**config.mk**
```make
export PLATFORM = sky130hd
export DESIGN_NAME = link_emu_top
export DESIGN_NICKNAME = d
export VERILOG_FILES = /design/src/verilog/link_emu_pkg.sv /design/src/verilog/tap_wr_if.sv /design/src/verilog/chan_fir.sv /design/src/verilog/link_emu_top.sv /design/src/verilog/osc_tick.sv /design/src/verilog/prbs_gen.sv /design/src/verilog/rx_checker.sv
export SDC_FILE = /design/constraint.sdc
export NUM_CORES = 1
export LEC_CHECK = 0
export BUFFER_PORTS_ARGS = -buffer_cell sky130_fd_sc_hd__buf_2
export CAP_MARGIN = 20
export CORE_MARGIN = 2
export CORE_UTILIZATION = 45
export CTS_CLUSTER_SIZE = 24
export DETAILED_ROUTE_END_ITERATION = 8
export GPL_TIMING_DRIVEN = 0
export PLACE_DENSITY_LB_ADDON = 0.05
export SETUP_SLACK_MARGIN = 0.1
export SLEW_MARGIN = 10
export SYNTH_ARGS = -nofsm -noshare
export SYNTH_HDL_FRONTEND = slang
export SYNTH_SLANG_ARGS = --single-unit
```
**constraint.sdc**
```tcl
create_clock -name emu_clk -period 32 [get_ports emu_clk]
set_clock_uncertainty 0.2 [all_clocks]
set_input_delay 1.6 -clock emu_clk [delete_from_list [all_inputs] [get_ports emu_clk]]
set_output_delay 1.6 -clock emu_clk [all_outputs]
set_load 0.05 [all_outputs]
```
**src/verilog/link_emu_pkg.sv**
```systemverilog
`default_nettype none

package link_emu_pkg;

    //////////////////////////////////////////////////
    // channel taps and samples
    //////////////////////////////////////////////////

    // one signed tap, also the width of a tap write word
    localparam int TAP_W = 18;
    localparam int NUM_TAPS = 8;
    // one address selects a pair of taps
    localparam int TAP_ADDR_W = 2;
    // index into the full tap table
    localparam int TAP_IDX_W = TAP_ADDR_W + 1;
    // wide enough that eight full-scale taps cannot overflow
    localparam int SAMPLE_W = 22;

    //////////////////////////////////////////////////
    // transmit clock and PRBS
    //////////////////////////////////////////////////

    localparam int HALF_W = 8;
    localparam int PRBS_W = 32;
    localparam logic [PRBS_W-1:0] PRBS_INIT = 32'h0000_0001;

    //////////////////////////////////////////////////
    // receiver checker
    //////////////////////////////////////////////////

    localparam int CURSOR_W = 3;
    // reference history deep enough for any cursor value
    localparam int REF_DEPTH = 2 ** CURSOR_W;
    // bit and error counters, both saturating
    localparam int CNT_W = 16;

endpackage

`default_nettype wire

```
**src/verilog/tap_wr_if.sv**
```systemverilog
`default_nettype none

// tap pair write port into the channel model
interface tap_wr_if;

    logic [link_emu_pkg::TAP_W-1:0]      wdata0;
    logic [link_emu_pkg::TAP_W-1:0]      wdata1;
    logic [link_emu_pkg::TAP_ADDR_W-1:0] waddr;
    logic                                we;

    modport src (output wdata0, output wdata1, output waddr, output we);

    modport dst (input wdata0, input wdata1, input waddr, input we);

endinterface

`default_nettype wire
```
**src/verilog/chan_fir.sv**
```systemverilog
`default_nettype none

module chan_fir (
    input  wire                                    emu_clk,
    input  wire                                    emu_rst,
    input  wire                                    tick_i,
    input  wire                                    bit_i,
    tap_wr_if.dst                                  tap_wr,
    output logic signed [link_emu_pkg::SAMPLE_W-1:0] sample_o,
    output logic                                   sample_vld_o
);

    logic signed [link_emu_pkg::TAP_W-1:0] taps [link_emu_pkg::NUM_TAPS];

    // older bits only, the current bit comes straight from bit_i
    logic [link_emu_pkg::NUM_TAPS-2:0]       hist;
    logic [link_emu_pkg::NUM_TAPS-1:0]       hist_next;
    logic signed [link_emu_pkg::SAMPLE_W-1:0] sum_next;
    logic [link_emu_pkg::TAP_IDX_W-1:0]      idx_even;
    logic [link_emu_pkg::TAP_IDX_W-1:0]      idx_odd;

    function automatic logic signed [link_emu_pkg::SAMPLE_W-1:0] ext_tap(
        input logic signed [link_emu_pkg::TAP_W-1:0] tap
    );
        localparam int PAD = link_emu_pkg::SAMPLE_W - link_emu_pkg::TAP_W;
        return {{PAD{tap[link_emu_pkg::TAP_W-1]}}, tap};
    endfunction

    //////////////////////////////////////////////////
    // tap table
    //////////////////////////////////////////////////

    assign idx_even = {tap_wr.waddr, 1'b0};
    assign idx_odd  = {tap_wr.waddr, 1'b1};

    always_ff @(posedge emu_clk) begin
        if (emu_rst) begin
            for (int k = 0; k < link_emu_pkg::NUM_TAPS; k++) begin
                taps[k] <= '0;
            end
        end else if (tap_wr.we) begin
            taps[idx_even] <= tap_wr.wdata0;
            taps[idx_odd]  <= tap_wr.wdata1;
        end
    end

    //////////////////////////////////////////////////
    // bit history and FIR sum
    //////////////////////////////////////////////////

    // history as it will look after this tick
    assign hist_next = {hist, bit_i};

    // each bit maps to +1 or -1 times its tap
    always_comb begin
        sum_next = '0;
        for (int k = 0; k < link_emu_pkg::NUM_TAPS; k++) begin
            if (hist_next[k]) begin
                sum_next = sum_next + ext_tap(taps[k]);
            end else begin
                sum_next = sum_next - ext_tap(taps[k]);
            end
        end
    end

    always_ff @(posedge emu_clk) begin
        if (emu_rst) begin
            hist         <= '0;
            sample_vld_o <= 1'b0;
        end else begin
            sample_vld_o <= tick_i;
            if (tick_i) begin
                hist <= hist_next[link_emu_pkg::NUM_TAPS-2:0];
            end
        end
    end

    // sample captured on each tick
    always_ff @(posedge emu_clk) begin
        if (tick_i) begin
            sample_o <= sum_next;
        end
    end

endmodule

`default_nettype wire

```
**src/verilog/link_emu_top.sv**
```systemverilog
`default_nettype none

module link_emu_top (
    input  wire                                 emu_clk,
    input  wire                                 emu_rst,
    input  wire [link_emu_pkg::HALF_W-1:0]      half_period_i,
    input  wire [link_emu_pkg::PRBS_W-1:0]      prbs_eqn_i,
    input  wire [link_emu_pkg::CURSOR_W-1:0]    cursor_i,
    input  wire [link_emu_pkg::TAP_W-1:0]       chan_wdata0_i,
    input  wire [link_emu_pkg::TAP_W-1:0]       chan_wdata1_i,
    input  wire [link_emu_pkg::TAP_ADDR_W-1:0]  chan_waddr_i,
    input  wire                                 chan_we_i,
    output logic                                clk_tx_o,
    output logic                                rx_bit_o,
    output logic                                rx_vld_o,
    output logic [link_emu_pkg::CNT_W-1:0]      bit_cnt_o,
    output logic [link_emu_pkg::CNT_W-1:0]      err_cnt_o
);

    logic                                      tick;
    logic                                      tx_bit;
    logic signed [link_emu_pkg::SAMPLE_W-1:0]  sample;
    logic                                      sample_vld;

    //////////////////////////////////////////////////
    // tap writes, driven from the top ports
    //////////////////////////////////////////////////

    tap_wr_if tap_wr ();

    assign tap_wr.wdata0 = chan_wdata0_i;
    assign tap_wr.wdata1 = chan_wdata1_i;
    assign tap_wr.waddr  = chan_waddr_i;
    assign tap_wr.we     = chan_we_i;

    //////////////////////////////////////////////////
    // transmit side
    //////////////////////////////////////////////////

    osc_tick osc_i (
        .emu_clk       (emu_clk),
        .emu_rst       (emu_rst),
        .half_period_i (half_period_i),
        .clk_val_o     (clk_tx_o),
        .tick_o        (tick)
    );

    prbs_gen prbs_i (
        .emu_clk (emu_clk),
        .emu_rst (emu_rst),
        .tick_i  (tick),
        .eqn_i   (prbs_eqn_i),
        .bit_o   (tx_bit)
    );

    //////////////////////////////////////////////////
    // channel and receiver
    //////////////////////////////////////////////////

    chan_fir chan_i (
        .emu_clk      (emu_clk),
        .emu_rst      (emu_rst),
        .tick_i       (tick),
        .bit_i        (tx_bit),
        .tap_wr       (tap_wr.dst),
        .sample_o     (sample),
        .sample_vld_o (sample_vld)
    );

    rx_checker rx_i (
        .emu_clk      (emu_clk),
        .emu_rst      (emu_rst),
        .tx_bit_i     (tx_bit),
        .tick_i       (tick),
        .sample_i     (sample),
        .sample_vld_i (sample_vld),
        .cursor_i     (cursor_i),
        .rx_bit_o     (rx_bit_o),
        .rx_vld_o     (rx_vld_o),
        .bit_cnt_o    (bit_cnt_o),
        .err_cnt_o    (err_cnt_o)
    );

endmodule

`default_nettype wire

```
**src/verilog/osc_tick.sv**
```systemverilog
`default_nettype none

module osc_tick (
    input  wire                              emu_clk,
    input  wire                              emu_rst,
    input  wire [link_emu_pkg::HALF_W-1:0]   half_period_i,
    output logic                             clk_val_o,
    output logic                             tick_o
);

    logic [link_emu_pkg::HALF_W-1:0] half_eff;
    logic [link_emu_pkg::HALF_W-1:0] cnt;
    logic                            expire;

    // zero half period behaves like one
    assign half_eff = (half_period_i == '0) ? link_emu_pkg::HALF_W'(1) : half_period_i;
    assign expire   = (cnt == '0);

    always_ff @(posedge emu_clk) begin
        if (emu_rst) begin
            cnt       <= half_eff - 1'b1;
            clk_val_o <= 1'b0;
            tick_o    <= 1'b0;
        end else begin
            tick_o <= 1'b0;
            if (expire) begin
                cnt       <= half_eff - 1'b1;
                clk_val_o <= ~clk_val_o;
                // strobe lines up with the low-to-high toggle
                tick_o    <= ~clk_val_o;
            end else begin
                cnt <= cnt - 1'b1;
            end
        end
    end

endmodule

`default_nettype wire

```
**src/verilog/prbs_gen.sv**
```systemverilog
`default_nettype none

module prbs_gen (
    input  wire                              emu_clk,
    input  wire                              emu_rst,
    input  wire                              tick_i,
    input  wire [link_emu_pkg::PRBS_W-1:0]   eqn_i,
    output logic                             bit_o
);

    logic [link_emu_pkg::PRBS_W-1:0] state;
    logic                            fb_bit;

    // feedback from every tap selected by the equation
    assign fb_bit = ^(state & eqn_i);

    //////////////////////////////////////////////////
    // fibonacci LFSR
    //////////////////////////////////////////////////

    always_ff @(posedge emu_clk) begin
        if (emu_rst) begin
            state <= link_emu_pkg::PRBS_INIT;
        end else if (tick_i) begin
            state <= {state[link_emu_pkg::PRBS_W-2:0], fb_bit};
        end
    end

    // newest bit sits at position 0, stable between ticks
    assign bit_o = state[0];

endmodule

`default_nettype wire

```
**src/verilog/rx_checker.sv**
```systemverilog
`default_nettype none

module rx_checker (
    input  wire                                      emu_clk,
    input  wire                                      emu_rst,
    input  wire                                      tx_bit_i,
    input  wire                                      tick_i,
    input  wire signed [link_emu_pkg::SAMPLE_W-1:0]  sample_i,
    input  wire                                      sample_vld_i,
    input  wire [link_emu_pkg::CURSOR_W-1:0]         cursor_i,
    output logic                                     rx_bit_o,
    output logic                                     rx_vld_o,
    output logic [link_emu_pkg::CNT_W-1:0]           bit_cnt_o,
    output logic [link_emu_pkg::CNT_W-1:0]           err_cnt_o
);

    logic [link_emu_pkg::REF_DEPTH-1:0] ref_hist;
    logic                               slice;
    logic                               mismatch;

    // non-negative samples decide 1
    assign slice    = ~sample_i[link_emu_pkg::SAMPLE_W-1];
    assign mismatch = slice ^ ref_hist[cursor_i];

    //////////////////////////////////////////////////
    // reference history
    //////////////////////////////////////////////////

    always_ff @(posedge emu_clk) begin
        if (emu_rst) begin
            ref_hist <= '0;
        end else if (tick_i) begin
            ref_hist <= {ref_hist[link_emu_pkg::REF_DEPTH-2:0], tx_bit_i};
        end
    end

    //////////////////////////////////////////////////
    // slicer output and counters
    //////////////////////////////////////////////////

    always_ff @(posedge emu_clk) begin
        if (emu_rst) begin
            rx_bit_o  <= 1'b0;
            rx_vld_o  <= 1'b0;
            bit_cnt_o <= '0;
            err_cnt_o <= '0;
        end else begin
            rx_vld_o <= sample_vld_i;
            if (sample_vld_i) begin
                rx_bit_o <= slice;
                // both counters hold at full scale
                if (bit_cnt_o != '1) begin
                    bit_cnt_o <= bit_cnt_o + 1'b1;
                end
                if (mismatch && (err_cnt_o != '1)) begin
                    err_cnt_o <= err_cnt_o + 1'b1;
                end
            end
        end
    end

endmodule

`default_nettype wire

```
==> Yosys cells after proc, flatten, opt, wreduce, memory -nomap -nowiden <==
Memories as Yosys holds them, arrays and structs flattened.
Index checks and enable logic that the tools add are counted.
{ "word_totals": {"out_inout_bits": 35, "memories": 1, "regBits": 114, "in_bits": 84, "elab_cells": 73, "mem_bits_rw": 144} }
{ "mem_list": {"columns": ["name", "depth", "width", "read_ports", "rd_clocked_by_memory_dff", "wr", "line", "text"], "rows": [
  ["chan_i.taps", 8, 18, 8, 0, 8, "chan_fir.sv:13", "logic signed [link_emu_pkg::TAP_W-1:0] taps [link_emu_pkg::NUM_TAPS];"]
]} }
{ "classes": {"n_reduce_logical": 9, "muxes": 24, "n_addsub": 19, "bitwise_logic": 5, "n_eq_ne": 2, "n_lt_le_gt_ge": 1} }
{ "op_table": {"columns": ["operator", "n"], "rows": [
  ["2-to-1 mux 22 bit", 8],
  ["adder 22 x 18 -> 22 bit", 7],
  ["subtractor 22 x 18 -> 22 bit", 7],
  ["2-to-1 mux 18 bit", 2],
  ["OR reduction 18 bit", 2],
  ["adder 16 x 1 -> 16 bit (second input constant)", 2],
  ["AND 32 bit", 1],
  ["!= test 16 bit (second input constant)", 2],
  ["XOR reduction 32 bit", 1],
  ["2-to-1 mux 8 bit", 3],
  ["subtractor 1 x 18 -> 19 bit (first input constant)", 1],
  ["zero test 8 bit", 2],
  ["subtractor 8 x 1 -> 8 bit (second input constant)", 2],
  ["2-to-1 mux 1 bit", 8],
  ["2-to-1 mux 3 bit", 2],
  ["< comparator 3 x 4 -> 1 bit (second input constant)", 1],
  ["AND reduction 2 bit", 2],
  ["binary-select mux 1 bit (select 3 bit)", 1],
  ["inverter 1 bit", 3],
  ["OR reduction 2 bit", 1],
  ["logical AND 1 bit", 1],
  ["XOR 1 bit", 1]
]} }

==> Depth between registers and ports, before layout <==
An unclocked memory read counts as a cell.
{ "depth": {"depth_word": 17, "ltp_mapped": 54, "mapped_depth_nobuf": 54} }

==> Modules after synthesis <==
From an unflattened synthesis, not the netlist that was laid out.
{ "unflattened": {"cells_unflattened": 2158, "area_unflattened_um2": 19779.0} }
{ "modules_own_cells": {"columns": ["module", "cells_per_inst", "area_per_inst_um2", "seq_area_each_um2", "n_inst"], "rows": [
  ["chan_fir", 1697, 15651.3, 5144.9, 1],
  ["rx_checker", 229, 2028.2, 840.8, 1],
  ["prbs_gen", 167, 1502.7, 640.6, 1],
  ["osc_tick", 65, 596.8, 200.2, 1]
]} }

==> Least setup slack after synthesis <==
No wires, ideal clock.
{ "synth_path": {"path_type": "reg-to-reg", "startpoint": "mem chan_i.taps[0][0] in the netlist's numbering", "endpoint": "reg chan_i.sample_o[21] in the netlist's numbering, data pin", "path_slack_ns": 21.909, "path_buffers": 0, "synth_period_minus_slack_ns": 10.091, "arrival_time_ns": 9.623, "t_required_ns": 31.532, "stages_incl_launch_ff": 47, "setup_time_ns": 0.268, "path_cell_list": "edfxtp_1 inv_1 ha_1 or3b_1 nor3_1 nor3_1 or2_2 ha_1 or4_1 o21ai_1 xnor2_1 ha_1 a21oi_1 nor2b_1 a31o_1 or2_2 a21o_1 a21oi_1 (+11 left out) xnor2_1 ha_1 or2_2 a211oi_1 a221oi_1 o311ai_1 ha_1 a21oi_1 nor2_1 a311oi_1 nand3_1 ha_1 nor2b_1 a311o_2 xnor2_1 xnor2_1 xnor3_1 xnor3_1"} }
{ "synth_lines": {"columns": ["element", "line", "text"], "rows": [
  ["start: declaration", "chan_fir.sv:13", null],
  ["end signal: assignment", "chan_fir.sv:81", "sample_o <= sum_next;"],
  ["end: declaration", "chan_fir.sv:9", "output logic signed [link_emu_pkg::SAMPLE_W-1:0] sample_o,"]
]} }

==> Worst setup path in the final report <==
{ "layout_path": {"startpoint": "reg prbs_i.state[0] in the netlist's numbering", "endpoint": "reg chan_i.sample_o[21] in the netlist's numbering, data pin"} }
{ "layout_between": {"elab_chain_cells": 15, "elab_cells_between_ends": 22, "cone_classes": "add/sub: 14; mux: 8"} }
{ "layout_rtl": {"columns": ["element", "line", "text"], "rows": [
  ["start: declaration", "prbs_gen.sv:11", "logic [link_emu_pkg::PRBS_W-1:0] state;"],
  ["start signal: assignment", "prbs_gen.sv:23", "state <= link_emu_pkg::PRBS_INIT;"],
  ["start signal: assignment", "prbs_gen.sv:25", "state <= {state[link_emu_pkg::PRBS_W-2:0], fb_bit};"],
  ["2-to-1 mux 22 bit (*)", "chan_fir.sv:58", "if (hist_next[k]) begin"],
  ["subtractor 22 x 18 -> 22 bit / adder 22 x 18 -> 22 bit (equally long branches)", "chan_fir.sv:61, chan_fir.sv:59", null],
  ["2-to-1 mux 22 bit (*)", "chan_fir.sv:58", null],
  ["subtractor 22 x 18 -> 22 bit / adder 22 x 18 -> 22 bit (equally long branches)", "chan_fir.sv:61, chan_fir.sv:59", null],
  ["2-to-1 mux 22 bit (*)", "chan_fir.sv:58", null],
  ["subtractor 22 x 18 -> 22 bit / adder 22 x 18 -> 22 bit (equally long branches)", "chan_fir.sv:61, chan_fir.sv:59", null],
  ["2-to-1 mux 22 bit (*)", "chan_fir.sv:58", null],
  ["subtractor 22 x 18 -> 22 bit / adder 22 x 18 -> 22 bit (equally long branches)", "chan_fir.sv:61, chan_fir.sv:59", null],
  ["2-to-1 mux 22 bit (*)", "chan_fir.sv:58", null],
  ["subtractor 22 x 18 -> 22 bit / adder 22 x 18 -> 22 bit (equally long branches)", "chan_fir.sv:61, chan_fir.sv:59", null],
  ["2-to-1 mux 22 bit (*)", "chan_fir.sv:58", null],
  ["subtractor 22 x 18 -> 22 bit / adder 22 x 18 -> 22 bit (equally long branches)", "chan_fir.sv:61, chan_fir.sv:59", null],
  ["2-to-1 mux 22 bit (*)", "chan_fir.sv:58", null],
  ["subtractor 22 x 18 -> 22 bit / adder 22 x 18 -> 22 bit (equally long branches)", "chan_fir.sv:61, chan_fir.sv:59", null],
  ["2-to-1 mux 22 bit (*)", "chan_fir.sv:58", null],
  ["named net chan_i.sum_next, one bit", "chan_fir.sv:18", "logic signed [link_emu_pkg::SAMPLE_W-1:0] sum_next;"]
]} }
The timed path passes the listed nets; every way through them passes the cells marked *.
A chain may end at the register's enable or synchronous reset.

==> qor.txt <==
Avg WL per Cell - 17.6 µm
total die area - 0.0418 mm²
remaining antenna violation count after routing - 0
CP max FO - 10
CTS max path bufs - 3
Clock Sinks - 222
WP data arrival - 12.20 ns
FF-to-FF path depth - 51
DP Wirelength - 39.1 mm
# hold bufs at CTS - 0
clk root buf - clkbuf_16
initial antenna violation count - 1
Syn Area/Cell - 8.90 µm²
Layout fillers - 3801
die width - 205 µm
CTS tree - built
post-synth cell types - 76
flop-to-flop setup slack - 19.84 ns
largest stage delay on the critical path - 0.57 ns
outcome - complete, no violations
RSZ-0062 raised after global routing - no
cell taking the most area after synthesis - edfxtp_1
DRC viols - 0
most frequent cell after synthesis - nor2_1
Tcrit/Tclk final - 38.0%
fraction of registers with async set/reset - 0%
WS Path Type - register to register
post-layout minimum cycle time - 12.16 ns
FP Rows - 73
latest clock arrival within the worst-skew pair - 0.55 ns
sequential share of the synthesized area - 32.6%
CP Capture Type - register
die span in y - 205 µm
fin nets - 2429
reg2reg end - chan_i.sample_o[21]
slew margin rel. - 27.2%
Port Buffers - 117
Post-CTS Resized - 0
end of the worst hold path - osc_i.tick_o
Total GRT Usage - 22.9%
# H-tree levels - 1
#FFs+latches synth - 222
Worst Hold Launch - osc_i.clk_val_o
yosys synthesis warning count - 0
worst min path class - register to register
first-pass GRT wire length - 74.9 mm
Worst R2R Start - prbs_i.state[0]
Critical Path Source Type - register
met2 Use GR - 38.4%
final count of hold timing violations - 0
vias per cell - 5.44
Mapped Area - 0.0181 mm²
Ports - 119
Routed WL - 47.9 mm
setup bufs post-CTS - 0
initial core utilization - 45.5%
Slew @ Worst Pin - 1.08 ns
Most used DFF post-synth - edfxtp_1
Finish-stage setup viols - 0
Syn Nets - 2281
share of the synthesized area in the top cell type - 24.1%
share of cells above drive strength 1 - 8.72%
vias in the first global route - 13900
met1 Resource Use GR - 31.3%
via count - 14800
routability congestion estimate - 0.873
cell repeated most along the worst path - ha_1
core area - 0.0397 mm²
Max Cap Violations - 0
Gate Count Post-Synth - 2033
hold path depth - 1
total global routing overflow - 0
met3 Usage GRT - 2.72%
Final Max Tran Viols - 0
Area contributors post-synth - edfxtp_1 24%, ha_1 11%, dfxtp_1 8.5%
setup tns final - 0 ns
drt first pass iters - 4
CTS buffer count - 26
DR iter-0 viols - 920
diodes inserted - 0
Worst EP required - 32.04 ns
largest net degree at the start of global routing - 37
Slowest cell on crit path - clkbuf_1
clock-pin slew on the worst setup and hold paths - 0.06 ns
area delta synth->final - 12.0%
highest clock rate - 0.0822 GHz
Synth top cells by count - 245 x nor2_1, 165 x xor2_1, 162 x a21oi_1, 158 x ha_1, 149 x and2_1
number of flops mapped to enable cells by yosys - 145
GR peak layer - met2
==> worst max path at each step <==
stage / start / to / slack [ns] / cells past startpoint
2_1_floorplan: chan_i.taps[0][0] / chan_i.sample_o[21] / 21.91 / 46
3_3_place_gp: prbs_i.state[0] / chan_i.sample_o[21] / 19.98 / 51
3_5_place_dp: prbs_i.state[0] / chan_i.sample_o[21] / 19.98 / 51
4_1_cts: prbs_i.state[0] / chan_i.sample_o[21] / 19.91 / 51
5_1_grt: prbs_i.state[0] / chan_i.sample_o[21] / 19.02 / 51
6_report: prbs_i.state[0] / chan_i.sample_o[21] / 19.84 / 51
==> sequential cells by signal, indices dropped and copies added, names as in the netlist, 8 cells and up <==
| name | count |
|---|---|
| chan_i.taps | 144 |
| prbs_i.state | 32 |
| osc_i.cnt | 8 |
| rx_i.err_cnt_o | 16 |
| rx_i.bit_cnt_o | 16 |
==> through the flow <==
step / utilization [%] / setup slack [ns] / hold WS (ns) / instance area, µm² / std cells
floorplan: - / 21.91 / 0.232 / 18100 / 2033
global placement: 48.7 / 19.98 / 0.284 / 19300 / 2675
detailed placement: 48.9 / 19.98 / 0.282 / 19400 / 2678
CTS: 51.0 / 19.91 / 0.295 / 20300 / 2726
global route: 51.0 / 19.02 / 0.325 / 20300 / 2726
finish: 51.0 / 19.84 / 0.288 / 20300 / 2726
==> layout make-up <==
type                       count  area, µm²  area share, %
timing repair buffer         120        648           3.20
clock buffer                  42        815           4.02
sequential                   222       5900           29.1
clock inverter                 6       31.3          0.154
buffer                        46        173          0.852
inverter                      80        300           1.48
tap                          525        657           3.24
multi-input combinational   1685      11800           58.0
==> metal layers <==
| layer | part of all wire (%) | vias to the layer above |
|---|---|---|
| met2 | 46 | 319 |
| met3 | 4.5 | 61 |
| met1 | 47 | 6934 |
| met5 | 0.027 | - |
| li1 | - | 7502 |
| met4 | 2.4 | 2 |
==> cell usage in the layout, fill, tap and decap left out, drive strengths merged, types with 21 or more instances in the layout <==
master / count
a31oi: 21
nand2b: 21
ha: 158
inv: 80
a21o: 34
edfxtp: 145
nand3: 24
clkbuf: 87
xor2: 165
and2: 149
nand2: 123
xnor2: 133
nor4: 26
o21ai: 70
nor3: 57
o21bai: 25
dfxtp: 77
a21oi: 162
nor2b: 24
mux2i: 39
nor2: 245
buf: 121
==> critical path: cells and delay by family, from the launching register on <==
kind / cells / cell delay (ns)
AOI/OAI and AO/OA: 18 / 4.22
xor gates and xnor gates: 9 / 1.65
adders and majority gates: 7 / 2.16
buffers and inverters: 2 / 1.12
DFF: 1 / 0.30
and+or+nand+nor: 15 / 2.24
==> cell families (layout without fill, tap and decap cells) <==
kind of cell | Yosys count | after routing | share of synthesized area [%]
flip-flops | 222 | 222 | 32.6
buffers and inverters | 126 | 294 | 2.61
multiplexers | 54 | 54 | 3.24
XOR/XNOR | 302 | 302 | 14.9
AND/OR/NAND/NOR | 763 | 763 | 21.4
adder cells (fa/ha/maj) | 164 | 164 | 11.6
AO/OA/AOI/OAI | 402 | 402 | 13.7
Power is not shown: default switching activity piles up to over one toggle a cycle in this logic, so the estimate is an artifact.
